[config.mk]
export PLATFORM = sky130hd
export DESIGN_NAME = kernel_channel_pe
export DESIGN_NICKNAME = d
export VERILOG_FILES = /design/src/conv_types_pkg.sv /design/src/kernel_channel_pe.sv
export VERILOG_INCLUDE_DIRS = /design/src /design/src/include
export SDC_FILE = /design/constraint.sdc
export NUM_CORES = 2
export LEC_CHECK = 0
export BUFFER_PORTS_ARGS = -buffer_cell sky130_fd_sc_hd__buf_4
export CORE_MARGIN = 2
export CORE_UTILIZATION = 45
export CTS_BUF_LIST = sky130_fd_sc_hd__clkbuf_2
export DETAILED_ROUTE_END_ITERATION = 10
export PLACE_DENSITY = 0.66
export SYNTH_ARGS = -nofsm -noshare
export SYNTH_HDL_FRONTEND = slang
export SYNTH_SLANG_ARGS = --single-unit
[constraint.sdc]
create_clock -name clk -period 8.96 [get_ports clk]
set_clock_uncertainty 0.05 [all_clocks]
set_input_delay 0.896 -clock clk [delete_from_list [all_inputs] [get_ports clk]]
set_output_delay 0.896 -clock clk [all_outputs]
set_load 0.01 [all_outputs]
[src/include/conv_macros.svh]
`ifndef CONV_MACROS_SVH
`define CONV_MACROS_SVH

// Datapath sizes
`define CONV_BIT_WIDTH        8
`define CONV_NUM_CHANNEL      3
`define CONV_NUM_KERNEL       4
`define CONV_NUM_KCPE         3
`define CONV_PSUM_WIDTH       16

// Line width field, 1 to 255 pixels
`define CONV_LINE_WIDTH_BITS  8

`endif

[src/conv_types_pkg.sv]
`include "conv_macros.svh"

package conv_types_pkg;

    ////////////////////////////////////////
    // Pixel data

    // One signed channel value
    typedef logic signed [`CONV_BIT_WIDTH-1:0] chan_t;

    // Channel c in bits [8c+7:8c]
    typedef chan_t [`CONV_NUM_CHANNEL-1:0] pixel_t;

    // Slot 0 holds the newest pixel
    typedef pixel_t [`CONV_NUM_KCPE-1:0] tap_window_t;

    ////////////////////////////////////////
    // Weights

    // One tap for every kernel, kernel n in group n
    typedef pixel_t [`CONV_NUM_KERNEL-1:0] weight_word_t;

    // One weight word per window slot
    typedef weight_word_t [`CONV_NUM_KCPE-1:0] tap_weights_t;

    ////////////////////////////////////////
    // Partial sums

    typedef logic signed [`CONV_PSUM_WIDTH-1:0] psum_t;
    typedef psum_t [`CONV_NUM_KERNEL-1:0] psum_bundle_t;

endpackage

[src/kernel_channel_pe.sv]
`timescale 1ns/1ns

`include "conv_macros.svh"

module kernel_channel_pe (
    input  logic                         clk,
    input  logic                         rst,
    input  logic                         i_vld,
    input  conv_types_pkg::pixel_t       i_pixel,
    input  conv_types_pkg::weight_word_t i_weight,
    output conv_types_pkg::psum_bundle_t o_psum,
    output logic                         o_psum_vld
);
    import conv_types_pkg::*;

    psum_bundle_t slot_sum;

    ////////////////////////////////////////
    // Channel MAC per kernel

    always_comb begin
        logic signed [2*`CONV_BIT_WIDTH-1:0] prod;
        psum_t                               acc;
        for (int n = 0; n < `CONV_NUM_KERNEL; n++) begin
            acc = '0;
            for (int c = 0; c < `CONV_NUM_CHANNEL; c++) begin
                prod = $signed(i_pixel[c]) * $signed(i_weight[n][c]);
                // Wraps at 16 bits
                acc = acc + prod;
            end
            slot_sum[n] = acc;
        end
    end

    always_ff @(posedge clk) begin
        o_psum <= slot_sum;
    end

    always_ff @(posedge clk) begin
        if (rst) begin
            o_psum_vld <= 1'b0;
        end else begin
            o_psum_vld <= i_vld;
        end
    end

endmodule

# ---- Yosys cells after proc, flatten, opt, wreduce, memory -nomap -nowiden
# Index checks and enable logic that the tools add are counted.
dict set report word_totals {
  reg_bits 65
  elab_cells 25
}
dict set report op_classes {
  n_addsub 8
  n_mul 12
}
# operator n
set op_table {}
lappend op_table {{8-bit by 8-bit multiplier with 16-bit output} 12}
lappend op_table {{16-bit adder} 8}

# ---- Longest topological paths before layout
dict set report logic_depth {
  word_depth 3
  mapped_depth 23
}

# ---- Least setup slack after synthesis
# No wires, ideal clock.
dict set report synth_timing {
  path_type {input -> register}
  start {input i_pixel[7] (netlist name)}
  end {register o_psum[29] (netlist name)}
  setup_ns 0.062
  t_arrival_ns 6.447
  required_time_ns 8.848
  path_slack_ns 2.401
  cell_stages 19
  path_buffers 1
  path_cell_list {clkbuf_1 > and2_1 > fa_1 > fa_1 > inv_1 > fa_1 > fa_1 > inv_1 > fa_1 > fa_1 > inv_1 > fa_1 > inv_1 > ha_1 > or3_1 > o221a_2 > o21a_1 > or4_1 > nand3_1}
}
# element line_no
set synth_rtl {}
lappend synth_rtl {{start, declared} kernel_channel_pe.sv:9} ;# input conv_types_pkg::pixel_t i_pixel,
lappend synth_rtl {{end signal, assigned} kernel_channel_pe.sv:36} ;# o_psum <= slot_sum;
lappend synth_rtl {{end, declared} kernel_channel_pe.sv:11} ;# output conv_types_pkg::psum_bundle_t o_psum,

==> results.cfg <==
[clocking]
ctsLongestPathBuffers = 2
tritoncts = yes
cts_sinks = 65
clkTransAtPathRegs_ps = 230
cts_root_buffer = clkbuf_2
numCtsBuffers = 9
hold_buffers = 0
cts_setup_buffers = 0
ctsResizeCount = 0
ctsHtreeMaxLevel = 3

[critical_path]
worst-setup-path-type = in2reg
crit_arrival_ps = 6970
cpPeakStageDelay_ps = 600
critPathMaxFanout = 32
cp.buffers_inverters = 5
crit_slowest_cell = fa_1
startpoint_type = input port
path_delay_family = adder cells
path_common_cell = fa_1
end_kind = flip-flop
worstPathCellList = buf_4 -> and2_1 -> fa_1 -> fa_1 -> inv_1 -> fa_1 -> fa_1 -> inv_1 -> fa_1 -> fa_1 -> inv_1 -> fa_1 -> inv_1 -> ha_1 -> or3_1 -> o221a_2 -> o21a_1 -> or4_1 -> nand3_1
cp.required_ps = 9630

[die]
io_pins = 188
initial_core_util = 0.453
coreArea_sq_mm = 0.0711
die_area_sq_mm = 0.0737
die_w_microns = 272
core.rowCount = 98
dieHeight_microns = 272

[yosys]
ys.flop_type = dfxtp_1
synth_cell_type_count = 35
synthCells = 3370
synth-async-reset-ratio = 0
syn_nets = 4637
yosys_warnings = 0
synth_edf_count = 0
avgSynthCellArea_sq_um = 9.56
yosysSeqAreaShare = 0.0404
netlist_area_sq_mm = 0.0322
synth-seq-cells = 65

[sta]
finalSetupViolations = 0
hold_violations = 0
fin_tns_setup_ps = 0
drv_slew = 0
relSlewSlack = 0.638
post-route-period-util = 0.704
fmax_ghz = 0.159
rsz0062_at_grt = false
fin_crit_ps = 6310
whs_ps = 183
worst_slew_pin_slew_ps = 542

[global_routing]
grt.total_usage = 0.212
grt_max_degree = 33
grt_pass1_vias = 23526
antenna_found_initial = 7
gr-total-overflow = 0
grt_pass1_wl_microns = 122000

[cells_and_area]
area.growth.synth_to_final_pct = 7.62
ff_latch_area_sq_mm = 0.00130
multi_input_area_sq_mm = 0.0268
layout-drive-gt1-share = 0.0580
nets = 4761
n_fill_cell = 6841

[routing]
num_vias = 21386
drc = 0
wirelength_microns = 71400
wire_per_inst_microns = 16.0
drt_pass1_iterations = 6
drtIter0Drc = 1035
via_per_inst = 4.80
ant_nets = 0

[placement]
dp_hpwl_microns = 60600
gp_congestion = 0.818
io_buffers = 187

[status]
status = complete, no violations

[job]
maxCapViolations = 0

[min_path]
hold_class = in2reg
==> cell usage after synthesis, drive strengths merged (6+ instances only) <==
cell | count | area, sq um
a21o | 12 | 90.1
a21oi | 24 | 120
and2 | 392 | 2450
clkbuf | 74 | 278
dfxtp | 65 | 1300
fa | 852 | 17100
ha | 292 | 3650
inv | 1021 | 3830
nand2 | 292 | 1100
nand2b | 41 | 257
nor2 | 85 | 319
nor2b | 7 | 43.8
nor3 | 12 | 60.1
o21a | 16 | 120
o21ai | 14 | 70.1
or3 | 6 | 37.5
xnor2 | 112 | 981
xor2 | 16 | 140
==> state kept, by name, indices dropped and copies added (netlist names) <==
register	flops
o_psum	64
o_psum_vld	1
==> worst paths after layout <==
path	slack, ps	from	cells past startpoint	end
setup / recovery	2650	i_pixel[7]	19	o_psum[61]
hold / removal	180	rst	2	o_psum_vld
==> per-layer routing <==
metal  global-route usage  part of all wire  vias to the layer above
met3               0.0268             0.050                       65
met5                    0           0.00041                        -
met2                0.369              0.51                      482
li1                     -                 -                     9738
met1                0.282              0.42                    11097
met4               0.0503             0.020                        4
==> layout make-up <==
cell class,count,share of cell area
Multi-Input combinational cell,2209,0.773
Inverter,1022,0.111
Timing Repair Buffer,187,0.0405
Sequential cell,65,0.0375
Tap cell,950,0.0343
Clock inverter,7,0.00245
Clock buffer,9,0.00130
Antenna cell,4,0.000289
==> cell usage in the layout, fill, tap and decap left out, types with 4 or more instances in the layout <==
cell type,instances
inv_1,1021
fa_1,852
and2_1,392
nand2_1,292
ha_1,292
buf_4,187
xnor2_1,112
nor2_1,85
dfxtp_1,65
nand2b_1,41
a21oi_1,24
o21a_1,16
xor2_1,16
a21o_1,12
nor3_1,12
clkbuf_2,9
o21ai_0,8
nor2b_1,7
o21ai_1,6
or3_1,6
diode_2,4
a311oi_1,4
nand3_1,4
o21bai_1,4
==> metrics by stage <==
stage	utilization	worst slack, ps	instances	instance area (sq um)
floorplan	-	2400	3370	32200
global placement	0.485	1980	4433	34500
detailed placement	0.485	1880	4433	34500
CTS	0.487	2780	4449	34600
global route	0.487	2430	4453	34700
finish	0.487	2650	4453	34700
==> kinds of logic (layout without fill, tap and decap cells) <==
group	after synthesis	after routing	synth area share
AOI/OAI and AO/OA	94	94	0.0200
xor gates and xnor gates	128	128	0.0348
adders and majority gates	1144	1144	0.643
buffers and inverters	1096	1225	0.128
DFF	65	65	0.0404
other	0	4	0
and+or+nand+nor	843	843	0.134
Power is not shown: default switching activity piles up to over one toggle a cycle in this logic, so the estimate is an artifact.
