--- src/include/conv_macros.svh ---
`ifndef CONV_MACROS_SVH
`define CONV_MACROS_SVH

// Datapath sizes
`define CONV_BIT_WIDTH        8
`define CONV_NUM_CHANNEL      3
`define CONV_NUM_KERNEL       4
`define CONV_NUM_KCPE         3
`define CONV_PSUM_WIDTH       16

// Line width field, 1 to 255 pixels
`define CONV_LINE_WIDTH_BITS  8

`endif

--- src/conv_types_pkg.sv ---
`include "conv_macros.svh"

package conv_types_pkg;

    ////////////////////////////////////////
    // Pixel data

    // One signed channel value
    typedef logic signed [`CONV_BIT_WIDTH-1:0] chan_t;

    // Channel c in bits [8c+7:8c]
    typedef chan_t [`CONV_NUM_CHANNEL-1:0] pixel_t;

    // Slot 0 holds the newest pixel
    typedef pixel_t [`CONV_NUM_KCPE-1:0] tap_window_t;

    ////////////////////////////////////////
    // Weights

    // One tap for every kernel, kernel n in group n
    typedef pixel_t [`CONV_NUM_KERNEL-1:0] weight_word_t;

    // One weight word per window slot
    typedef weight_word_t [`CONV_NUM_KCPE-1:0] tap_weights_t;

    ////////////////////////////////////////
    // Partial sums

    typedef logic signed [`CONV_PSUM_WIDTH-1:0] psum_t;
    typedef psum_t [`CONV_NUM_KERNEL-1:0] psum_bundle_t;

endpackage

--- src/weight_buffer.sv ---
`timescale 1ns/1ns

`include "conv_macros.svh"

module weight_buffer (
    input  logic                         clk,
    input  logic                         rst,
    input  logic                         i_clear,
    input  logic                         i_we,
    input  logic [1:0]                   i_slot,
    input  conv_types_pkg::weight_word_t i_weight,
    output conv_types_pkg::tap_weights_t o_weights
);

    logic slot_ok;

    // Slot 3 does not exist
    assign slot_ok = (i_slot < 2'(`CONV_NUM_KCPE));

    ////////////////////////////////////////
    // Tap registers

    // Unwritten slots stay zero, so short kernels need no masking downstream
    always_ff @(posedge clk) begin
        if (rst || i_clear) begin
            o_weights <= '0;
        end else if (i_we && slot_ok) begin
            o_weights[i_slot] <= i_weight;
        end
    end

endmodule

--- config.mk ---
export PLATFORM = sky130hd
export DESIGN_NAME = weight_buffer
export DESIGN_NICKNAME = d
export VERILOG_FILES = /design/src/conv_types_pkg.sv /design/src/weight_buffer.sv
export VERILOG_INCLUDE_DIRS = /design/src /design/src/include
export SDC_FILE = /design/constraint.sdc
export NUM_CORES = 1
export LEC_CHECK = 0
export ABC_CLOCK_PERIOD_IN_PS = 1000
export BUFFER_PORTS_ARGS = -buffer_cell sky130_fd_sc_hd__buf_2
export CAP_MARGIN = 25
export CORE_MARGIN = 5
export CORE_UTILIZATION = 47
export DETAILED_ROUTE_END_ITERATION = 10
export GPL_TIMING_DRIVEN = 0
export HOLD_SLACK_MARGIN = 0.08
export PLACE_DENSITY = 0.87
export SLEW_MARGIN = 25
export SYNTH_ARGS = -nofsm -noshare
export SYNTH_HDL_FRONTEND = slang
export SYNTH_SLANG_ARGS = --single-unit
--- constraint.sdc ---
create_clock -name clk -period 1 [get_ports clk]
set_clock_uncertainty 0.05 [all_clocks]
set_input_delay 0.05 -clock clk [delete_from_list [all_inputs] [get_ports clk]]
set_output_delay 0.05 -clock clk [all_outputs]
set_load 0.05 [all_outputs]
# Yosys cells after proc, flatten, opt, wreduce, memory -nomap -nowiden

Cells that the tools add are included.
Widths: inputs -> output; s select.

Flip-flop bits (word level): 288
Input bits: 102
Output and inout bits: 288
Logic and storage cells: 45

$lt $le $gt $ge: 3
Mux-type cells: 3
Reductions and logical operators: 3

Operators with widths:

| operator           | number |
|---|---|
| $bwmux 288         | 1 |
| $demux 96 s2       | 1 |
| $mux 96            | 1 |
| $lt 2x3->1 const B | 1 |
| $ge 2x1->1 const B | 1 |
| $logic_and 1x1->1  | 2 |
| $lt 2x2->1 const B | 1 |
| $logic_or 1x1->1   | 1 |

# Logic depth before layout (Yosys ltp)

Depth in word-level cells: 5
Gate-level depth with buffers: 5
Mapped depth without buffers: 2

# Worst setup path before layout

Ideal clock, no wire load.

Path kind: register to register
Start: register o_weights[103] (netlist bit)
End: register o_weights[103] (netlist bit)
Library setup time: 0.072 ns
Arrival: 1.094 ns
Required time: 0.878 ns
Setup slack: -0.216 ns
Cell stages (with the launch flop): 3
Buffers on the path: 0
Clock period less this slack: 1.216 ns
Cell sequence: dfxtp_1 > or3b_1 > mux2i_1

Word-level cells in the longest chain between the ends: 1

Ends and longest elaborated chain:

| item                             | line                | RTL |
|---|---|---|
| start: declaration               | weight_buffer.sv:12 | `output conv_types_pkg::tap_weights_t o_weights` |
| start signal: indexed assignment | weight_buffer.sv:28 | `o_weights[i_slot] <= i_weight;` |
| $bwmux 288                       | weight_buffer.sv:28 |  |

Every way passes these cells.
A chain may end at the register's enable or synchronous reset.

# Worst setup path in the final report

Start: register o_weights[111] (netlist bit)
End: register o_weights[111] (netlist bit)

The elaborated chain is that of the path after synthesis.

==> impl_summary.md <==
Critical path
Along the worst path, the maximum fanout reaches 2. STA classifies the critical path startpoint as a register. In this run the critical register-to-register path is launched from o_weights[111]$_SDFFE_PP0P_.

The critical path in this run is classified as register to register. Traced cell by cell, the critical path runs through or3b_1 -> mux2i_1. The register-to-register path setup slack is -200 ps.

The maximum cell stage delay along the critical path is around 400 ps. The number of buffers and inverters on the critical path is 0. For this design, the slowest cell found on the critical path is sky130_fd_sc_hd__or3b_1. The arrival time at the worst endpoint is 1570 ps. In this run the critical register-to-register path is captured at o_weights[111]$_SDFFE_PP0P_.

The endpoint required time on the critical path is around 1400 ps. For the worst flop-to-flop path, the logic depth is 2. The worst setup path is captured at a register. In this design, the largest share of critical-path delay is due to simple AND/OR/NAND/NOR gates.

Drt
The count of nets left with antenna violations once routing finished came out at 0. After detailed routing, the average wire length per cell comes to 28.1 µm. The overall routed net length is between 50,000 and 60,000 µm. For this run, design rule violations remaining after detail routing come to 0. The DRC marker count from the first detailed-route iteration is approximately 720.

In the routed layout, each cell is associated on average with a via count of slightly below 6. Summing over every cut layer, the via total after detailed routing is between 10,000 and 15,000. Before antenna repair, the detailed router went through 7 iterations.

Worst hold path
The critical hold path startpoint is i_clear. The path with the worst hold slack has its endpoint at o_weights[214]$_SDFFE_PP0P_. The min-delay analysis places its worst path in the category input pin to register. Along the worst hold path, the cell count comes to 4.

Timing
The number of pins exceeding their max-slew limit in the final report came to 0. The number of setup violations in the final report is about 410. The smallest hold slack is -33.4 ps. Derived from the worst setup path, the maximum achievable clock frequency is 837 MHz.

After layout, the worst setup slack is -195 ps. The transition time at the pin with the least slew margin is 600 ps. The number of hold violations in the final report is 18.

In the finished design, the share of the clock period the worst path needs comes to 120%. The worst slew margin relative to its limit is 60.0%. Setup repair after global routing could not meet its margin everywhere. The final critical delay including setup and external delays is around 1200 ps.

Layout
In the final design database the tool counted around 1,700 nets. The number of flip-flops in the largest register is between 200 and 300. The fraction of layout cells with a size suffix above 1 is roughly 61%. The layout has 1,221 filler cells. The area of all placed cells without fillers is 22,100 µm². Ranked by flip-flop count, first place goes to o_weights. Relative to the synthesized area, the layout overhead comes to 71.8%. In the final layout, the registers with the most flip-flops are o_weights (288).

Power
Total power for the finished layout comes to ~26 mW. The analysis attributes to cell leakage a power of around 9.4 nW. The peak supply drop is approximately 0.0013 V. The areal power density over the cells is between 1000 and 1500 nW/µm².

Global routing
The initial antenna violation count is 1. The number of global-route vias before repair is roughly 13,000. The global routing usage summed across all routing layers is 33.1%. Entering global routing, the biggest net connects 15 pins.

The first global-routing pass estimated around 80,000 µm of wire. The total overflow reported by the global router is 0.

Clock network
The TritonCTS clock tree is done. Hold repair after CTS inserted 96 buffers. The later pin in the worst-skew pair is clocked with a latency of ~540 ps. The clock-pin slew on the worst setup and hold paths is about 60 ps. The cell sitting at the root of the clock tree is a sky130_fd_sc_hd__clkbuf_16. Clock tree synthesis inserted a total of 31 buffers. The clock tree buffer depth is 3. The H-tree depth reported by CTS is 1. Clock tree synthesis found a total of around 290 sinks.

Logic synthesis
The main flop type after synthesis is sky130_fd_sc_hd__dfxtp_1. The most used standard cell by instance count after synthesis is sky130_fd_sc_hd__or3b_1. By area the synthesized netlist is led by sky130_fd_sc_hd__dfxtp_1 45%, sky130_fd_sc_hd__mux2i_1 22%, sky130_fd_sc_hd__or3b_1 20%.

The synthesized netlist devotes 0% of its cell area to adder and majority cells. Counting flops with an async set or reset pin after synthesis yields a share of 0%. The synthesized netlist devotes about 28% of its cell area to simple gates. After synthesis, the most frequently instantiated cells are 291 x sky130_fd_sc_hd__or3b_1, 288 x sky130_fd_sc_hd__dfxtp_1, 288 x sky130_fd_sc_hd__mux2i_1, 70 x sky130_fd_sc_hd__or3b_4, 63 x sky130_fd_sc_hd__clkbuf_1.

The synthesized netlist devotes 0% of its cell area to compound gates. The library cell occupying the most area in the post-synthesis netlist is sky130_fd_sc_hd__dfxtp_1. Yosys mapped the design onto 12 distinct sky130hd cell types.

The number of storage elements in the synthesis netlist is 288. The cell area that synthesis handed to floorplanning was roughly 13,000 µm². The xor and xnor fraction of the mapped netlist area is 0%.

After synthesis, the largest family of logic cells by area is simple AND/OR/NAND/NOR gates. Synthesis handed over a netlist of around 1,100 instances. The share of the Yosys chip area taken by registers is 44.8%.

Of the post-synthesis cell area, the part taken by muxes is between 20% and 30%. After synthesis, the mean cell area works out to roughly 12 µm². Yosys printed 0 warnings. The number of flops mapped to enable cells by yosys is 0. The synthesized netlist net count is about 1,200. The area share of the largest cell type after synthesis is around 45%.

Place
The weighted congestion reported at the end of routability-driven placement is slightly below 0.9. The cell area after placement is about 17,000 µm². The count of port buffers added during placement is between 300 and 400. The total half-perimeter wirelength after legalization and detailed placement is between 30,000 and 40,000 µm.

Die
The effective utilization at floorplan is between 40% and 50%. The floorplan step defined a die boundary enclosing 30,800 µm². The floorplan step set the die height to approximately 180 µm.

The core box area is 27,000 µm². The number of top-level pins is just under 400. In this run the horizontal extent of the chip is roughly 180 µm. The number of cell rows is 60.

Run status
The flow ran to the end, but the final reports show violations. The checks that failed: negative hold slack, negative setup slack.

Job
The number of violations of the max-capacitance limit is 0.
-- layout make-up --
class | count | area (µm²) | share of cell area, %
sequential | 288 | 6840 | 30.9
multi-input combinational | 677 | 6730 | 30.4
timing repair buffer | 507 | 6190 | 28.0
buffer | 119 | 952 | 4.31
clock buffer | 41 | 843 | 3.81
tap | 341 | 427 | 1.93
clock inverter | 16 | 134 | 0.605
antenna | 1 | 2.50 | 0.0113
-- tightest hold or removal path, cell delays in order --
cell and delay (ps):
sky130_fd_sc_hd__buf_8 100, sky130_fd_sc_hd__clkbuf_8 170, sky130_fd_sc_hd__or3b_4 150, sky130_fd_sc_hd__mux2i_1 60
-- logic make-up after synthesis --
| family | count (synthesis) |
|---|---|
| mux | 288 |
| flops | 288 |
| buf+inv | 119 |
| simple gates | 389 |
-- power breakdown --
group	switching [mW]	internal, mW
Clock	4.88	6.43
Combinational	2.02	1.69
Sequential	0.179	11.0
-- metrics by stage --
step | instances | setup WS (ps) | hold slack [ps] | utilization [%] | setup TNS, ps
final | 1990 | -195 | -33.4 | 82.1 | -48230
after global routing | 1989 | -199 | -14.6 | 82.1 | -57800
after CTS | 1970 | -201 | -68.9 | 80.1 | -47440
after detailed placement | 1812 | -495 | 429 | 61.9 | -86830
after global placement | 1812 | -452 | 424 | 61.9 | -79150
after floorplan | 1084 | -66.2 | 310 | - | -11500
-- timing repair --
item / in CTS / in global routing
pin swaps: 0 / 0
endpoints found under the setup margin: 289 / 475
resized for setup: 871 / 111
setup buffers: 5 / 19
endpoints found under the hold margin: 288 / 63
-- how the worst max path moves through the flow --
stage | endpoint | startpoint | slack [ps] | cells after the start
after global routing | o_weights[70] | o_weights[70]$_SDFFE_PP0P_ | -200 | 1
after CTS | o_weights[239] | o_weights[239]$_SDFFE_PP0P_ | -200 | 1
after global placement | o_weights[32]$_SDFFE_PP0P_ | i_slot[1] | -450 | 5
final | o_weights[111]$_SDFFE_PP0P_ | o_weights[111]$_SDFFE_PP0P_ | -200 | 2
after detailed placement | o_weights[32]$_SDFFE_PP0P_ | i_slot[1] | -490 | 5
after floorplan | o_weights[103]$_SDFFE_PP0P_ | o_weights[103]$_SDFFE_PP0P_ | -70 | 2
-- layout by cell type, fill, tap and decap left out, drive strengths merged --
cell and n:
diode 1, nand3b 2, clkinvlp 1, mux2i 288, bufinv 2, or3b 385, clkinv 13, clkbuf 104
nor3b 1, dfxtp 288, dlygate4sd3 96, buf 467, and3b 1
-- per-layer routing --
metal  GRT usage (%)  part of all wire (%)  vias up
li1                -                     -     5031
met1            37.1                    36     5748
met2            60.4                    51      737
met3            7.34                   7.6      214
met4            14.5                   6.3        0
met5               0                     0        -
(Power assumes the default switching activity.)
