===== config.mk =====
export PLATFORM = sky130hd
export DESIGN_NAME = conv_controller
export DESIGN_NICKNAME = d
export VERILOG_FILES = /design/src/conv_cfg_pkg.sv /design/src/conv_controller.sv
export VERILOG_INCLUDE_DIRS = /design/src /design/src/include
export SDC_FILE = /design/constraint.sdc
export NUM_CORES = 1
export LEC_CHECK = 0
export BUFFER_PORTS_ARGS = -buffer_cell sky130_fd_sc_hd__buf_2
export CAP_MARGIN = 20
export CORE_MARGIN = 3
export CORE_UTILIZATION = 53
export DETAILED_ROUTE_END_ITERATION = 10
export GPL_ROUTABILITY_DRIVEN = 0
export PLACE_DENSITY = 0.79
export SETUP_SLACK_MARGIN = 0.2
export SLEW_MARGIN = 20
export SYNTH_ARGS = -nofsm -noshare
export SYNTH_HDL_FRONTEND = slang
export SYNTH_SLANG_ARGS = --single-unit

===== constraint.sdc =====
create_clock -name clk -period 2.76 [get_ports clk]
set_clock_uncertainty 0.2 [all_clocks]
set_input_delay 0.138 -clock clk [delete_from_list [all_inputs] [get_ports clk]]
set_output_delay 0.138 -clock clk [all_outputs]
set_load 0.02 [all_outputs]

===== src/include/conv_macros.svh =====
`ifndef CONV_MACROS_SVH
`define CONV_MACROS_SVH

// Datapath sizes
`define CONV_BIT_WIDTH        8
`define CONV_NUM_CHANNEL      3
`define CONV_NUM_KERNEL       4
`define CONV_NUM_KCPE         3
`define CONV_PSUM_WIDTH       16

// Line width field, 1 to 255 pixels
`define CONV_LINE_WIDTH_BITS  8

`endif


===== src/conv_cfg_pkg.sv =====
`include "conv_macros.svh"

package conv_cfg_pkg;

    // Held stable from start until done
    typedef struct packed {
        logic [`CONV_LINE_WIDTH_BITS-1:0] line_width;
        logic [1:0]                       kernel_width;
    } conv_cfg_t;

    // Controller phases
    typedef enum logic [1:0] {
        IDLE,
        WEIGHT,
        DATA,
        DRAIN
    } ctrl_phase_t;

endpackage


===== src/conv_controller.sv =====
`timescale 1ns/1ns

`include "conv_macros.svh"

module conv_controller (
    input  logic                    clk,
    input  logic                    rst,
    input  logic                    i_start,
    input  conv_cfg_pkg::conv_cfg_t i_cfg,
    input  logic                    i_weight_vld,
    input  logic                    i_data_vld,
    input  logic                    i_line_end,
    output logic                    o_weight_req,
    output logic                    o_data_req,
    output logic                    o_weight_we,
    output logic [1:0]              o_weight_slot,
    output logic                    o_clear,
    output logic                    o_shift,
    output logic                    o_done
);
    import conv_cfg_pkg::*;

    ctrl_phase_t                      phase;
    logic [1:0]                       tap_cnt;
    logic [`CONV_LINE_WIDTH_BITS-1:0] pix_cnt;
    logic                             last_tap;
    logic                             last_pix;

    ////////////////////////////////////////
    // Strobe decoding

    // Start is honoured only between lines, done is only ever set in IDLE
    assign o_clear = i_start && (phase == IDLE);

    assign o_weight_req = (phase == WEIGHT);
    assign o_data_req   = (phase == DATA);

    assign o_weight_we = i_weight_vld && (phase == WEIGHT);
    assign o_shift     = i_data_vld && (phase == DATA);

    // Tap t lands in slot kernel_width-1-t
    assign o_weight_slot = i_cfg.kernel_width - 2'd1 - tap_cnt;

    assign last_tap = (tap_cnt == i_cfg.kernel_width - 2'd1);
    assign last_pix = (pix_cnt == i_cfg.line_width - 1'b1);

    ////////////////////////////////////////
    // Phase register and counters

    always_ff @(posedge clk) begin
        if (rst) begin
            phase   <= IDLE;
            tap_cnt <= '0;
            pix_cnt <= '0;
            o_done  <= 1'b0;
        end else if (o_clear) begin
            phase   <= WEIGHT;
            tap_cnt <= '0;
            pix_cnt <= '0;
            o_done  <= 1'b0;
        end else begin
            case (phase)
                WEIGHT: begin
                    if (o_weight_we) begin
                        if (last_tap) begin
                            phase <= DATA;
                        end else begin
                            tap_cnt <= tap_cnt + 2'd1;
                        end
                    end
                end
                DATA: begin
                    // Last pixel accepted, wait for the pipeline to empty
                    if (o_shift) begin
                        if (last_pix) begin
                            phase <= DRAIN;
                        end else begin
                            pix_cnt <= pix_cnt + 1'b1;
                        end
                    end
                end
                DRAIN: begin
                    if (i_line_end) begin
                        phase  <= IDLE;
                        o_done <= 1'b1;
                    end
                end
                default: begin
                    phase <= IDLE;
                end
            endcase
        end
    end

endmodule


# After elaboration in Yosys (flattened, before gate mapping)
# Index checks and enable logic that the tools add are counted.
word_totals:
  inputBits: 16
  reg_bits: 13
classes:
  eq_ne: 15
  mux: 7
  n_bitwise: 2
  n_reduce_logical: 10
  addsub: 5
op_table:
  columns: ["operator", "count"]
  rows:
  - ["!= test 3 x 1 -> 1 bit, second input constant", 4]
  - ["two-way mux 2 bit", 5]
  - ["AND reduction 5 bit", 2]
  - ["adder 8 x 1 -> 8 bit, second input constant", 1]
  - ["== test 8 bit", 1]
  - ["!= test 2 x 1 -> 1 bit, second input constant", 4]
  - ["subtractor 8 x 1 -> 8 bit, second input constant", 1]
  - ["case mux 2 bit (3 select lines)", 1]
  - ["AND reduction 3 bit", 2]
  - ["== test 2 bit, second input constant", 2]
  - ["logical AND 1 bit", 3]
  - ["!= test 3 bit, second input constant", 1]
  - ["adder 2 x 1 -> 2 bit, second input constant", 1]
  - ["== test 2 x 1 -> 1 bit, second input constant", 1]
  - ["== test 2 bit", 1]
  - ["logical NOT 2 bit", 1]
  - ["!= test 2 bit, second input constant", 1]
  - ["inverter 1 bit", 2]
  - ["AND reduction 2 bit", 1]
  - ["OR reduction 2 bit", 1]
  - ["subtractor 2 x 1 -> 2 bit, second input constant", 1]
  - ["subtractor 2 bit", 1]
  - ["two-way mux 1 bit", 1]

# Depth between registers and ports, before layout
logic_depth:
  ltp_word: 6
  mapped_depth: 9
  mapped_depth_nobuf: 9

# Worst setup path before layout
# OpenSTA, ideal clock, no wires.
synth_path:
  kind: "input to register"
  start: "input i_cfg[2] in the netlist's numbering"
  end: "register pix_cnt[4]"
  setup_ns: 0.071
  arrival_time_ns: 2.184
  path_slack_ns: 0.305
  path_stages: 8
  required_ns: 2.489
  path_cell_list: "inv_1 -> ha_1 -> or3b_1 -> o31a_1 -> o211a_1 -> o211a_1 -> or4_2 -> a21oi_1"
synth_between:
  elab_chain_len: 4
synth_lines:
  columns: ["element", "line_no", "source"]
  rows:
  - ["start: declaration", "conv_controller.sv:9", "input conv_cfg_pkg::conv_cfg_t i_cfg,"]
  - ["subtractor 8 x 1 -> 8 bit", "conv_controller.sv:45", "assign last_pix = (pix_cnt == i_cfg.line_width - 1'b1);"]
  - ["== test 8 bit", "conv_controller.sv:45", null]
  - ["inverter 1 bit (no source line)", null, null]
  - ["AND reduction 3 bit (no source line)", null, null]
  - ["end signal: assignment", "conv_controller.sv:78", "pix_cnt <= pix_cnt + 1'b1;"]
  - ["end: declaration", "conv_controller.sv:25", "logic [`CONV_LINE_WIDTH_BITS-1:0] pix_cnt;"]
# No other way between the ends.
# A chain may end at the register's enable or synchronous reset.

# Worst setup path after layout
layout_path:
  start: "input i_cfg[2] in the netlist's numbering"
  end: "register pix_cnt[3]"
# The elaborated chain is that of the path after synthesis.

==> Implementation_results.wiki <==
{| class="wikitable"
! Metric !! Value
|-
| Result of the run || finished clean
|-
| Post-route setup TNS || 0 ns
|-
| Min Hold Slack || 0.0271 ns
|-
| Crit Path Category || in -> reg
|-
| Post-synthesis mux area share || 0.0196
|-
| Share of async-settable or async-resettable flops after synthesis || 0
|-
| Number of antenna violations at the first check in global routing || 0
|-
| Largest net degree at the start of global routing || 12
|-
| Post-synthesis share of cell area spent on full adders, half adders and majority gates || 0.104
|-
| Via count of the first global-routing pass || 966
|-
| Worst slack, placed || -0.00758 ns
|-
| Post-route core utilization || 0.704
|-
| Endpoint arrival time on the critical path || 2.49 ns
|-
| Fraction of the mapped netlist area in simple logic gates || 0.229
|-
| Pwr dens || 494 nW/um^2
|-
| WP data required || 2.76 ns
|-
| Layout overhead on the synthesized area || 18.2%
|-
| Number of warnings issued by yosys || 0
|-
| Launch point of the worst reg-to-reg path || phase[0]
|-
| Chip Width || 51.2 um
|-
| Final cycle utilization of the critical path || 0.899
|-
| Internal power || 375 uW
|-
| Total length of routed wires || 2420 um
|-
| Reg-to-reg endpoint || pix_cnt[7]
|-
| Detailed-router iteration count before antenna repair || 4
|-
| Setup crit start || i_cfg[2]
|-
| Number of cells on the worst reg-to-reg path || 9
|-
| Count of buffer and inverter cells on the critical path || 2
|-
| Setup-failing EPs final || 0
|-
| Flop pwr share || 0.348
|-
| Family of cells with the greatest summed delay on the critical path || simple AND/OR/NAND/NOR gates
|-
| Type of destination of the critical path || flip-flop
|-
| Initial Util || 0.595
|-
| Total number of cells along the worst setup path || 9
|-
| Cells along the critical path || buf_2, inv_1, ha_1, or3b_4, o31a_1, o211a_1, o211a_1, or4_2, a21oi_1
|-
| Summed instance area of the synthesized netlist || 1080 um^2
|-
| Slack of the worst reg-to-reg path || 0.38 ns
|-
| Post-CTS setup repair buffer count || 0
|-
| Post-detailed-route count of antenna-violating nets || 0
|-
| Filler Cell Count || 170
|-
| Cells after synthesis || 126
|-
| Per-instance average area after synthesis || 8.60 um^2
|-
| Number of sinks on the clock net || 13
|-
| Number of levels in the clock H-tree || 1
|-
| Commonest non-fill, non-tap cells in the layout || buf_2, dfxtp_1, xnor2_1
|-
| Initial DRC count || 20
|-
| Share of the synthesized netlist area taken by xor and xnor gates || 0.0970
|-
| Final Hold Violating Endpoints || 0
|-
| Number of register bits inferred by synthesis || 13
|-
| Post-route worst setup slack || 0.279 ns
|-
| Most common cell after layout, fill and taps aside || buf_2
|-
| Psw || 258 uW
|-
| Cell at the root of the clock tree || clkbuf_4
|-
| Launching element type of the critical path || primary input
|-
| Worst slew margin relative to its limit || 0.682
|-
| Peak supply drop || 627 uV
|-
| Portion of total power attributed to combinational logic || 0.459
|-
| Register area share after synthesis || 0.240
|-
| DRC viols || 0
|-
| Portion of total power attributed to the clock network || 0.194
|-
| Share of final-layout standard cells stronger than drive strength 1 || 0.279
|-
| Net count of the mapped netlist || 151
|-
| Ant. Diodes || 0
|-
| Proportion of total power due to net switching || 0.408
|-
| Final HPWL DP || 1960 um
|-
| Master of the slowest instance on the critical path || or4_2
|-
| Number of vias per cell || 5.85
|-
| TritonCTS clock tree || done
|-
| Prevailing post-synth register cell || dfxtp_1
|-
| Leakage component of the power || 0.000534 uW
|-
| Hold crit path type || in -> reg
|-
| Average wire per standard cell || 13.5 um
|-
| Row count || 15
|-
| Die height || 51.2 um
|-
| Slew Limit Fails || 0
|-
| Count of flip-flops with a built-in enable after synthesis || 0
|-
| Number of I/O pins || 24
|-
| Post-synth cell types || 47
|-
| Count of input and output buffers || 23
|-
| Max Clk Rate || 403 MHz
|-
| Inserted Clock Buffers || 3
|-
| Max-cap viol count || 0
|-
| Cell repeated most along the worst path || o211a_1
|-
| Longest individual stage delay on the worst path || 0.61 ns
|-
| Die Footprint || 2620 um^2
|-
| Wire length of the first global-routing pass || 4110 um
|-
| Final critical path time including I/O delays and setup || 2.48 ns
|-
| Maximum fanout count along the critical path || 5
|-
| All-Layer GR Usage || 0.204
|-
| Final Net Count || 180
|-
| CORE AREA || 1820 um^2
|-
| Dominant combinational cell family by area after synthesis || compound AO/OA/AOI/OAI gates
|-
| Unrepaired setup endpoints after global routing || yes
|-
| Congestion Overflow GR || 0
|-
| Slew of the pin with the lowest slew margin || 0.471 ns
|-
| Worst setup path endpoint || pix_cnt[3]
|-
| Complex-gate fraction of the synthesized area || 0.258
|-
| Vias || 1047
|-
| Post-CTS clock slew at the launch and capture registers of the worst setup and hold paths || 0.08 ns
|-
| Worst-Skew Late Latency || 0.28 ns
|-
| Max clock buf depth || 2
|}
-- state kept, by name (all words and copies together), names as in the netlist --
register and count:
phase 2, pix_cnt 8, tap_cnt 2, o_done 1
-- tightest hold or removal path: stages --
cell	delay [ns]
buf_2	0.10
a41oi_2	0.10
mux2i_1	0.12
-- Yosys cell counts, drive strengths merged, types with 2 or more instances --
master   number  area (um^2)
dfxtp        13          260
nand2        10         40.0
xnor2        10         87.6
a21oi         9         45.0
ha            9          113
inv           8         30.0
nor2          6         22.5
or4           6         51.3
nand3         5         25.0
o31ai         5         37.5
o21ai         4         20.0
clkbuf        3         11.3
nand2b        3         18.8
a2111oi       2         42.5
a21o          2         15.0
and2          2         12.5
o211a         2         20.0
o211ai        2         15.0
or3           2         13.8
xor2          2         17.5
-- what timing repair did --
item	4_1_cts	5_1_grt
setup endpoints to repair	0	4
endpoints found under the hold margin	2	0
gates resized for setup	0	2
hold buffers	2	0
-- power by group through the flow --
stage | Clock, uW | Sequential, uW | Combinational [uW]
2_1_floorplan | 0 | 220 | 216
3_3_place_gp | 0 | 223 | 274
3_5_place_dp | 0 | 225 | 287
4_1_cts | 124 | 220 | 290
5_1_grt | 133 | 224 | 321
6_report | 123 | 220 | 290
-- area by class of cell --
cell class,count,area [um^2],share of cell area
repair buffers,28,158,0.123
multi-input cells,100,771,0.602
well taps,25,31.3,0.0244
flip-flops and latches,13,260,0.203
inverters,9,35.0,0.0273
clock buffers,4,26.3,0.0205
-- worst min path at each step --
stage | startpoint | to | slack [ns] | depth (start not counted)
after floorplan | rst | phase[0] | 0.006 | 1
after global placement | rst | phase[0] | 0.13 | 2
after detailed placement | rst | phase[0] | 0.15 | 2
after CTS | i_data_vld | phase[1] | 0.01 | 3
after global routing | i_data_vld | phase[1] | 0.02 | 3
final | i_data_vld | phase[1] | 0.03 | 3
-- routing by layer --
metal	part of all wire	wire length, um	GRT usage
met4	0.013	32	0.0655
met3	0.050	122	0.0525
met2	0.51	1240	0.363
met5	0	0	0
met1	0.42	1020	0.236
-- stage by stage --
step | cells | power (uW) | cell area, um^2
after floorplan | 126 | 436 | 1080
after global placement | 173 | 497 | 1230
after detailed placement | 173 | 512 | 1230
after CTS | 179 | 635 | 1280
after global routing | 179 | 679 | 1280
final | 179 | 633 | 1280
-- kinds of logic (layout without fill, tap and decap cells) --
kind of cell | count (synthesis) | after routing
AND/OR/NAND/NOR | 43 | 43
AO/OA/AOI/OAI | 34 | 34
flip-flops | 13 | 13
buffers and inverters | 13 | 41
XOR/XNOR | 12 | 12
adder cells (fa/ha/maj) | 9 | 9
multiplexers | 2 | 2
(Power assumes the default switching activity.)
