==> config.mk <==
export PLATFORM = sky130hd
export DESIGN_NAME = input_window
export DESIGN_NICKNAME = d
export VERILOG_FILES = /design/src/conv_types_pkg.sv /design/src/input_window.sv
export VERILOG_INCLUDE_DIRS = /design/src /design/src/include
export SDC_FILE = /design/constraint.sdc
export NUM_CORES = 1
export LEC_CHECK = 0
export BUFFER_PORTS_ARGS = -buffer_cell sky130_fd_sc_hd__buf_4
export CAP_MARGIN = 20
export CORE_MARGIN = 4
export CORE_UTILIZATION = 45
export CTS_CLUSTER_DIAMETER = 80
export DETAILED_ROUTE_END_ITERATION = 16
export PLACE_DENSITY = 0.74
export SLEW_MARGIN = 20
export SYNTH_ARGS = -nofsm -noshare
export SYNTH_HDL_FRONTEND = slang
export SYNTH_SLANG_ARGS = --single-unit
==> constraint.sdc <==
create_clock -name clk -period 0.9 [get_ports clk]
set_input_delay 0.18 -clock clk [delete_from_list [all_inputs] [get_ports clk]]
set_output_delay 0.18 -clock clk [all_outputs]
set_load 0.02 [all_outputs]
==> src/include/conv_macros.svh <==
`ifndef CONV_MACROS_SVH
`define CONV_MACROS_SVH

// Datapath sizes
`define CONV_BIT_WIDTH        8
`define CONV_NUM_CHANNEL      3
`define CONV_NUM_KERNEL       4
`define CONV_NUM_KCPE         3
`define CONV_PSUM_WIDTH       16

// Line width field, 1 to 255 pixels
`define CONV_LINE_WIDTH_BITS  8

`endif

==> src/conv_types_pkg.sv <==
`include "conv_macros.svh"

package conv_types_pkg;

    ////////////////////////////////////////
    // Pixel data

    // One signed channel value
    typedef logic signed [`CONV_BIT_WIDTH-1:0] chan_t;

    // Channel c in bits [8c+7:8c]
    typedef chan_t [`CONV_NUM_CHANNEL-1:0] pixel_t;

    // Slot 0 holds the newest pixel
    typedef pixel_t [`CONV_NUM_KCPE-1:0] tap_window_t;

    ////////////////////////////////////////
    // Weights

    // One tap for every kernel, kernel n in group n
    typedef pixel_t [`CONV_NUM_KERNEL-1:0] weight_word_t;

    // One weight word per window slot
    typedef weight_word_t [`CONV_NUM_KCPE-1:0] tap_weights_t;

    ////////////////////////////////////////
    // Partial sums

    typedef logic signed [`CONV_PSUM_WIDTH-1:0] psum_t;
    typedef psum_t [`CONV_NUM_KERNEL-1:0] psum_bundle_t;

endpackage

==> src/input_window.sv <==
`timescale 1ns/1ns

module input_window (
    input  logic                        clk,
    input  logic                        rst,
    input  logic                        i_shift,
    input  conv_types_pkg::pixel_t      i_data,
    input  logic                        i_clear,
    output conv_types_pkg::tap_window_t o_window,
    output logic                        o_window_vld
);

    ////////////////////////////////////////
    // Pixel shift register

    // Newest pixel enters slot 0, oldest drops out of slot 2
    always_ff @(posedge clk) begin
        if (rst || i_clear) begin
            o_window <= '0;
        end else if (i_shift) begin
            o_window <= {o_window[1], o_window[0], i_data};
        end
    end

    // One strobe per shift
    always_ff @(posedge clk) begin
        if (rst) begin
            o_window_vld <= 1'b0;
        end else begin
            o_window_vld <= i_shift;
        end
    end

endmodule

Word level (Yosys, flattened, before mapping)
Cells that the tools add are included.
{"block": "op_classes", "n_reduce_logical": 1}
{"operator": "1-bit logical OR", "n": 1}
{"block": "word_totals", "reg_bits": 73, "output_inout_bits": 73}

Logic depth before layout (Yosys ltp)
Gate-level depths: netlist of the first run.
{"block": "logic_depth", "ltp_word": 1, "mapped_depth": 4}

Worst setup path before layout of the first run
Ideal clock, no wire load.
{"block": "synth_timing", "path_kind": "input to register", "start": "input port i_shift", "end": "register o_window[24] in the netlist's numbering", "t_arrival_ps": 711, "required_time_ps": 786, "setup_slack_ps": 75, "stages": 4, "path_cell_list": "buf_6 buf_8 mux2i_1 nor2_1"}
{"item": "start: declaration", "line": "input_window.sv:6", "source": "input logic i_shift,"}
{"item": "end signal: assignment", "line": "input_window.sv:21", "source": "o_window <= {o_window[1], o_window[0], i_data};"}
{"item": "end: declaration", "line": "input_window.sv:9", "source": "output conv_types_pkg::tap_window_t o_window,"}

Final worst setup path of the first run
{"block": "layout_timing", "start": "register o_window[47] in the netlist's numbering", "end": "output port o_window[47] in the netlist's numbering"}
No word-level cell between the ends.

==> results of run 1 <==
## worst reg2reg max path, cell delays in order (launching register included)
cell     delay [ns]
dfxtp_2        0.33
buf_4          0.12
buf_4          0.12
mux2i_1        0.12
nor2_1         0.05
## kinds of logic (layout without fill, tap and decap cells)
logic type	count (synthesis)	after routing
flops	73	73
buf+inv	16	169
mux	72	72
simple gates	74	74
## power groups by stage
stage                     combinational, uW  sequential, uW  clock, uW
final                                   654            3320       2520
after global routing                    700            3320       2750
after CTS                               646            3320       2540
after detailed placement                552            3390          0
after global placement                  547            3390          0
after floorplan                         326            3440          0
## metal layers
metal	wire length, um	vias to the layer above	GRT usage [%]
met5	0	-	0
met4	104	0	8.20
met3	408	9	6.02
met2	3450	69	33.3
met1	2540	991	20.8
li1	-	1071	-
## repair_timing
item                                    4_1_cts  5_1_grt
buffers inserted                             43        4
endpoints found under the setup margin       73       73
pin swaps                                     0        1
resized for setup                           146        3
endpoints found under the hold margin         1        0
hold buffers                                  1        0
## cell type report
| cell class | instances | area (um^2) | share of cell area [%] |
|---|---|---|---|
| well taps | 72 | 90.1 | 2.07 |
| repair buffers | 154 | 1500 | 34.6 |
| clock buffers | 12 | 155 | 3.57 |
| multi-input cells | 146 | 1010 | 23.1 |
| clock inverters | 3 | 40.0 | 0.921 |
| flip-flops and latches | 73 | 1560 | 35.8 |
## synthesized netlist by cell type
master and count:
buf_8 7, buf_6 9, or2_1 1, nor2b_1 1
mux2i_1 72, nor2_1 71, dfxtp_1 73, nor2_2 1
## metrics by stage
step / total power [uW] / utilization (%)
after detailed placement: 3940 / 60.5
after global placement: 3930 / 60.5
after global routing: 6770 / 77.1
final: 6490 / 77.1
after floorplan: 3770 / -
after CTS: 6510 / 76.4
## flip-flops by register name (all words and copies together), names as in the netlist
register and count:
o_window_vld 1, o_window 72
## path summary, 6_finish.rpt
| check | start | endpoint | slack (ns) | cells after the start |
|---|---|---|---|---|
| max reg2reg | o_window[0]$_SDFFE_PP0P_ | o_window[0]$_SDFFE_PP0P_ | 0.04 | 4 |
| min | i_data[3] | o_window[3]$_SDFFE_PP0P_ | 0.07 | 3 |
| min reg2reg | o_window[61]$_SDFFE_PP0P_ | o_window[61]$_SDFFE_PP0P_ | 0.50 | 2 |
| max | o_window[47]$_SDFFE_PP0P_ | o_window[47] | -0.09 | 1 |
==> results.ini, run 1 <==
[synth]
synth_top_area_cell=dfxtp_1
synth.avg_cell_area_um2=11.4
yosysWarnings=0
synth-simple-area-share_pct=10.7
ys_seq_area_share_pct=54.7
ys_top_cells_by_area=dfxtp_1 (55%), mux2i_1 (27%), nor2_1 (10%)
syn_nets=263
synthAdderAreaFrac_pct=0
muxShareOfSynthArea_pct=27.0
ys_ff_latch=73
synth_compound_area_share_pct=0
syn_inst=235
synth_top_family_by_area=multiplexers
synth_top_area_share_pct=54.7
netlist_area_um2=2670
synth.distinct_cells=8
synth-xor-area-share_pct=0

[final_layout]
diodes=0
fill_cells=386
stdcell_count=460
nets=412
synthToLayoutAreaGrowth_pct=62.7
fin_area_um2=4350
drive_gt1_share_pct=62.4
layout_commonest_cell=buf_6
layout_common_cells=buf_6 (75), buf_4 (73), mux2i_1 (72), dfxtp_2 (72), nor2_1 (71)

[placed_design]
place_inst=397
portBuffers=100
dp_slack_ns=-0.150
place_congestion=0.706
dpl-instance-area_um2=3420
dp_hpwl_mm=3.79

[floorplan]
start_util_pct=47.4
dieArea_um2=7240
die-height_um=85.1
io_pins=101
core-area_um2=5640
chipWidth_um=85.1
rows=27

[critical_path]
worst-path-buf-inv=1
crit_type=reg -> out
crit_chain=buf_6
critPathLaunchType=flip-flop
critPathMaxStageDelay_ns=0.36
critical_path.top_delay_family=flip-flops
cp.required_ns=0.72
crit_fanout=3
endpoint_kind=output pin
crit_path_top_delay_cell=dfxtp_2
worstPathArrival_ns=0.81

[routing]
num_vias=2140
wl_mm=6.50
avgViaCountPerCell=4.65
drt_iter0_markers=82
dr.pass1.iters=4
ant_nets=0
drc_errors=0
wl_per_cell_um=14.1

[sta]
skew_ns=0.00708
setup_ws_ns=-0.0946
clock.fmax_ghz=1.01
hold_ws_ns=0.0727
fin_crit_sh_pct=111
hold_violations=0
setup_viol=73
setup-tns-final_ns=-5.02
period_needed_ns=0.995
rsz0062_at_grt=true
slew_violations=0
worst_slew_pin_slew_ns=0.207
slew_headroom_pct=85.8

[power]
power_density_nw_per_um2=1490
netSwitchingFraction_pct=22.2
p_switching_uw=1440
p_clk_share_pct=38.9
combinationalPowerShare_pct=10.1
leakage_uw=0.00210
power_frac_seq_pct=51.1
worst_ir_drop_vdd_mv=1.12
p_int_uw=5050

[cts]
clockRootBuffer=clkbuf_8
cts_buffers=9
htreeDepth=3
cts_tree=yes
max-clock-path-buffers=2
clock_latency_ns=0.34
clock-sinks=73
path_clk_slew_ns=0.08

[global_routing]
grt_max_degree=49
grt_pass1_wl_mm=10.8
first_global_vias=2284
grt_util_all_layers_pct=18.9
grt_overflow=0
antenna_found_initial=0

[outcome]
run_status=finished with violations
violations=setup timing

[hold_path]
min_path_type=in -> reg

[job]
cap_violations=0

No activity file was read; power rests on OpenSTA's default activity.
==> inputs of run 2 (changes only) <==
--- a/config.mk
+++ b/config.mk
@@ -12,8 +12,8 @@
 export CORE_UTILIZATION = 45
 export CTS_CLUSTER_DIAMETER = 80
 export DETAILED_ROUTE_END_ITERATION = 16
-export PLACE_DENSITY = 0.74
-export SLEW_MARGIN = 20
+export PLACE_DENSITY = 0.84
+export SLEW_MARGIN = 30
 export SYNTH_ARGS = -nofsm -noshare
 export SYNTH_HDL_FRONTEND = slang
 export SYNTH_SLANG_ARGS = --single-unit
==> run 2 against run 1 <==
The flow still finishes with violations (setup timing); clock-buffer cell count decreased by 2; sequential share of layout area down 0.16 points; wire length increased by 11%; maximum frequency up 0.48%; flip-flop and latch count did not move; global-route usage increased by 0.84 points; clock skew grew 0.0022 ns; sequential power about the same; first-iteration DRC count is 3.7% lower.
==> results.ini, run 2 (same netlist as run 1, synthesis figures left out) <==
[sta]
setup_viol=77  ; +5.5%
setup-tns-final_ns=-4.97  ; +0.0473 ns
worst_slew_pin_slew_ns=0.216  ; +0.00892 ns
hold_violations=0  ; unchanged
clock.fmax_ghz=1.01  ; +0.48%
setup_ws_ns=-0.0899  ; +0.00470 ns
rsz0062_at_grt=true
slew_violations=0  ; unchanged
hold_ws_ns=0.0844  ; +0.0117 ns
period_needed_ns=0.990  ; -0.00470 ns
skew_ns=0.00925  ; +0.00216 ns
fin_crit_sh_pct=110  ; -0.52 points
slew_headroom_pct=85.2  ; -0.61 points

[global_routing]
grt_overflow=0  ; unchanged
grt_pass1_wl_mm=11.2  ; +3.6%
grt_max_degree=42  ; -14%
grt_util_all_layers_pct=19.8  ; +0.84 points
antenna_found_initial=0  ; unchanged
first_global_vias=2304  ; +0.88%

[cts]
clock_latency_ns=0.33  ; about the same
cts_hold_buf=0  ; -1
cts_tree=yes
path_clk_slew_ns=0.08  ; about the same
max-clock-path-buffers=2  ; unchanged
clockRootBuffer=clkbuf_8
cts_buffers=9  ; unchanged
clock-sinks=73  ; unchanged
htreeDepth=3  ; unchanged

[floorplan]
die-height_um=85.1  ; unchanged
core-area_um2=5640  ; unchanged
rows=27  ; unchanged
dieArea_um2=7240  ; unchanged
chipWidth_um=85.1  ; unchanged
start_util_pct=47.4  ; unchanged
io_pins=101  ; unchanged

[routing]
wl_mm=7.20  ; +11%
drt_iter0_markers=79  ; -3.7%
avgViaCountPerCell=4.73  ; +1.6%
wl_per_cell_um=15.5  ; +10%
routed-wl-met3_um=336  ; -18%
top_layer_used=met4
drc_errors=0  ; unchanged
met1_length_mm=2.67  ; +5.0%
dr.pass1.iters=4  ; unchanged
wl_met2_mm=4.00  ; +16%
ant_nets=0  ; unchanged
num_vias=2188  ; +2.2%

[critical_path]
crit_fanout=3  ; unchanged
crit_path_top_delay_cell=dfxtp_2
cp.required_ns=0.72  ; about the same
worst-path-buf-inv=1  ; unchanged
critical_path.top_delay_family=flip-flops
crit_type=reg -> out
endpoint_kind=output pin
critPathMaxStageDelay_ns=0.36  ; about the same
worstPathArrival_ns=0.81  ; about the same
rr_endpoint=o_window[32]$_SDFFE_PP0P_
rr_worst_depth=4  ; unchanged
reg2reg_from=o_window[32]$_SDFFE_PP0P_
critPathLaunchType=flip-flop
crit_chain=buf_6
reg2reg_slack_ns=-0.05  ; -0.09 ns

[final_layout]
synthToLayoutAreaGrowth_pct=63.1
layout_commonest_cell=buf_4
drive_gt1_share_pct=63.4  ; +1.1 points
fill_cells=360  ; -6.7%
nets=415  ; +0.73%
largest_reg_flops=72  ; unchanged
layout_common_cells=buf_4 (79), dfxtp_2 (73), buf_6 (73), mux2i_1 (71), nor2_1 (71)
top_register=o_window
reg_top3=o_window (72), o_window_vld (1)
stdcell_count=463  ; +0.65%
utilization_pct=77.3  ; +0.22 points
diodes=0  ; unchanged

[hold_path]
whs_path_depth=3  ; unchanged
hp-start=i_data[15]
min_path_type=in -> reg
hold_end=o_window[15]$_SDFFE_PP0P_

[outcome]
violations=setup timing
run_status=finished with violations

[placed_design]
dp_hpwl_mm=3.96  ; +4.3%
place_inst=398  ; +0.25%
dp_slack_ns=-0.145  ; +0.00485 ns
portBuffers=100  ; unchanged
place_congestion=0.709  ; +0.45%

[power]
worst_ir_drop_vdd_mv=0.934  ; -17%
leakage_uw=0.00211  ; +0.42%
power_density_nw_per_um2=1480  ; -0.63%

[job]
cap_violations=0  ; unchanged

run 2: layer usage:
| metal | global-route usage, % | vias up |
|---|---|---|
| li1 | - | 1074 |
| met1 | 21.1 | 1018 |
| met2 | 36.7 | 77 |
| met3 | 3.98 | 19 |
| met4 | 9.64 | 0 |
| met5 | 0 | - |
run 2: per-stage QoR:
| stage | instance area (um^2) | power (uW) |
|---|---|---|
| after floorplan | 2670 | 3770 |
| after global placement | 3420 | 3940 |
| after detailed placement | 3420 | 3940 |
| after CTS | 4300 | 6500 |
| after global routing | 4360 | 6760 |
| final | 4360 | 6470 |
run 2: layout make-up:
cell class                      instances  area (um^2)  area share [%]
Clock buffer                           10          138            3.16
Clock inverter                          5         56.3            1.29
Tap cell                               72         90.1            2.07
Multi-Input combinational cell        146         1010            23.1
Sequential cell                        73         1550            35.6
Timing Repair Buffer                  157         1520            34.7
run 2: worst max-delay path by stage:
| stage | from | endpoint | slack (ns) | cells after the start |
|---|---|---|---|---|
| 4_1_cts | o_window[35]$_SDFFE_PP0P_ | o_window[35] | -0.10 | 1 |
| 2_1_floorplan | i_shift | o_window[24]$_SDFFE_PP0P_ | 0.07 | 4 |
| 3_3_place_gp | i_clear | o_window[31]$_SDFFE_PP0P_ | -0.09 | 4 |
| 5_1_grt | o_window[25]$_SDFFE_PP0P_ | o_window[25] | -0.15 | 1 |
| 3_5_place_dp | i_clear | o_window[16]$_SDFFE_PP0P_ | -0.15 | 4 |
| 6_report | o_window[25]$_SDFFE_PP0P_ | o_window[25] | -0.09 | 1 |
run 2: power breakdown:
part / switching (uW) / total [uW] / leakage [uW] / internal [uW]
registers: 37.7 / 3320 / 0.000626 / 3280
clock network: 1150 / 2490 / 0.0000981 / 1340
logic: 300 / 665 / 0.00138 / 365
total: 1490 / 6470 / 0.00211 / 4980
run 2: what timing repair did:
item | CTS | global route
gates cloned | 0 | 0
resized for setup | 146 | 1
buffers inserted | 42 | 8
endpoints found under the setup margin | 73 | 73
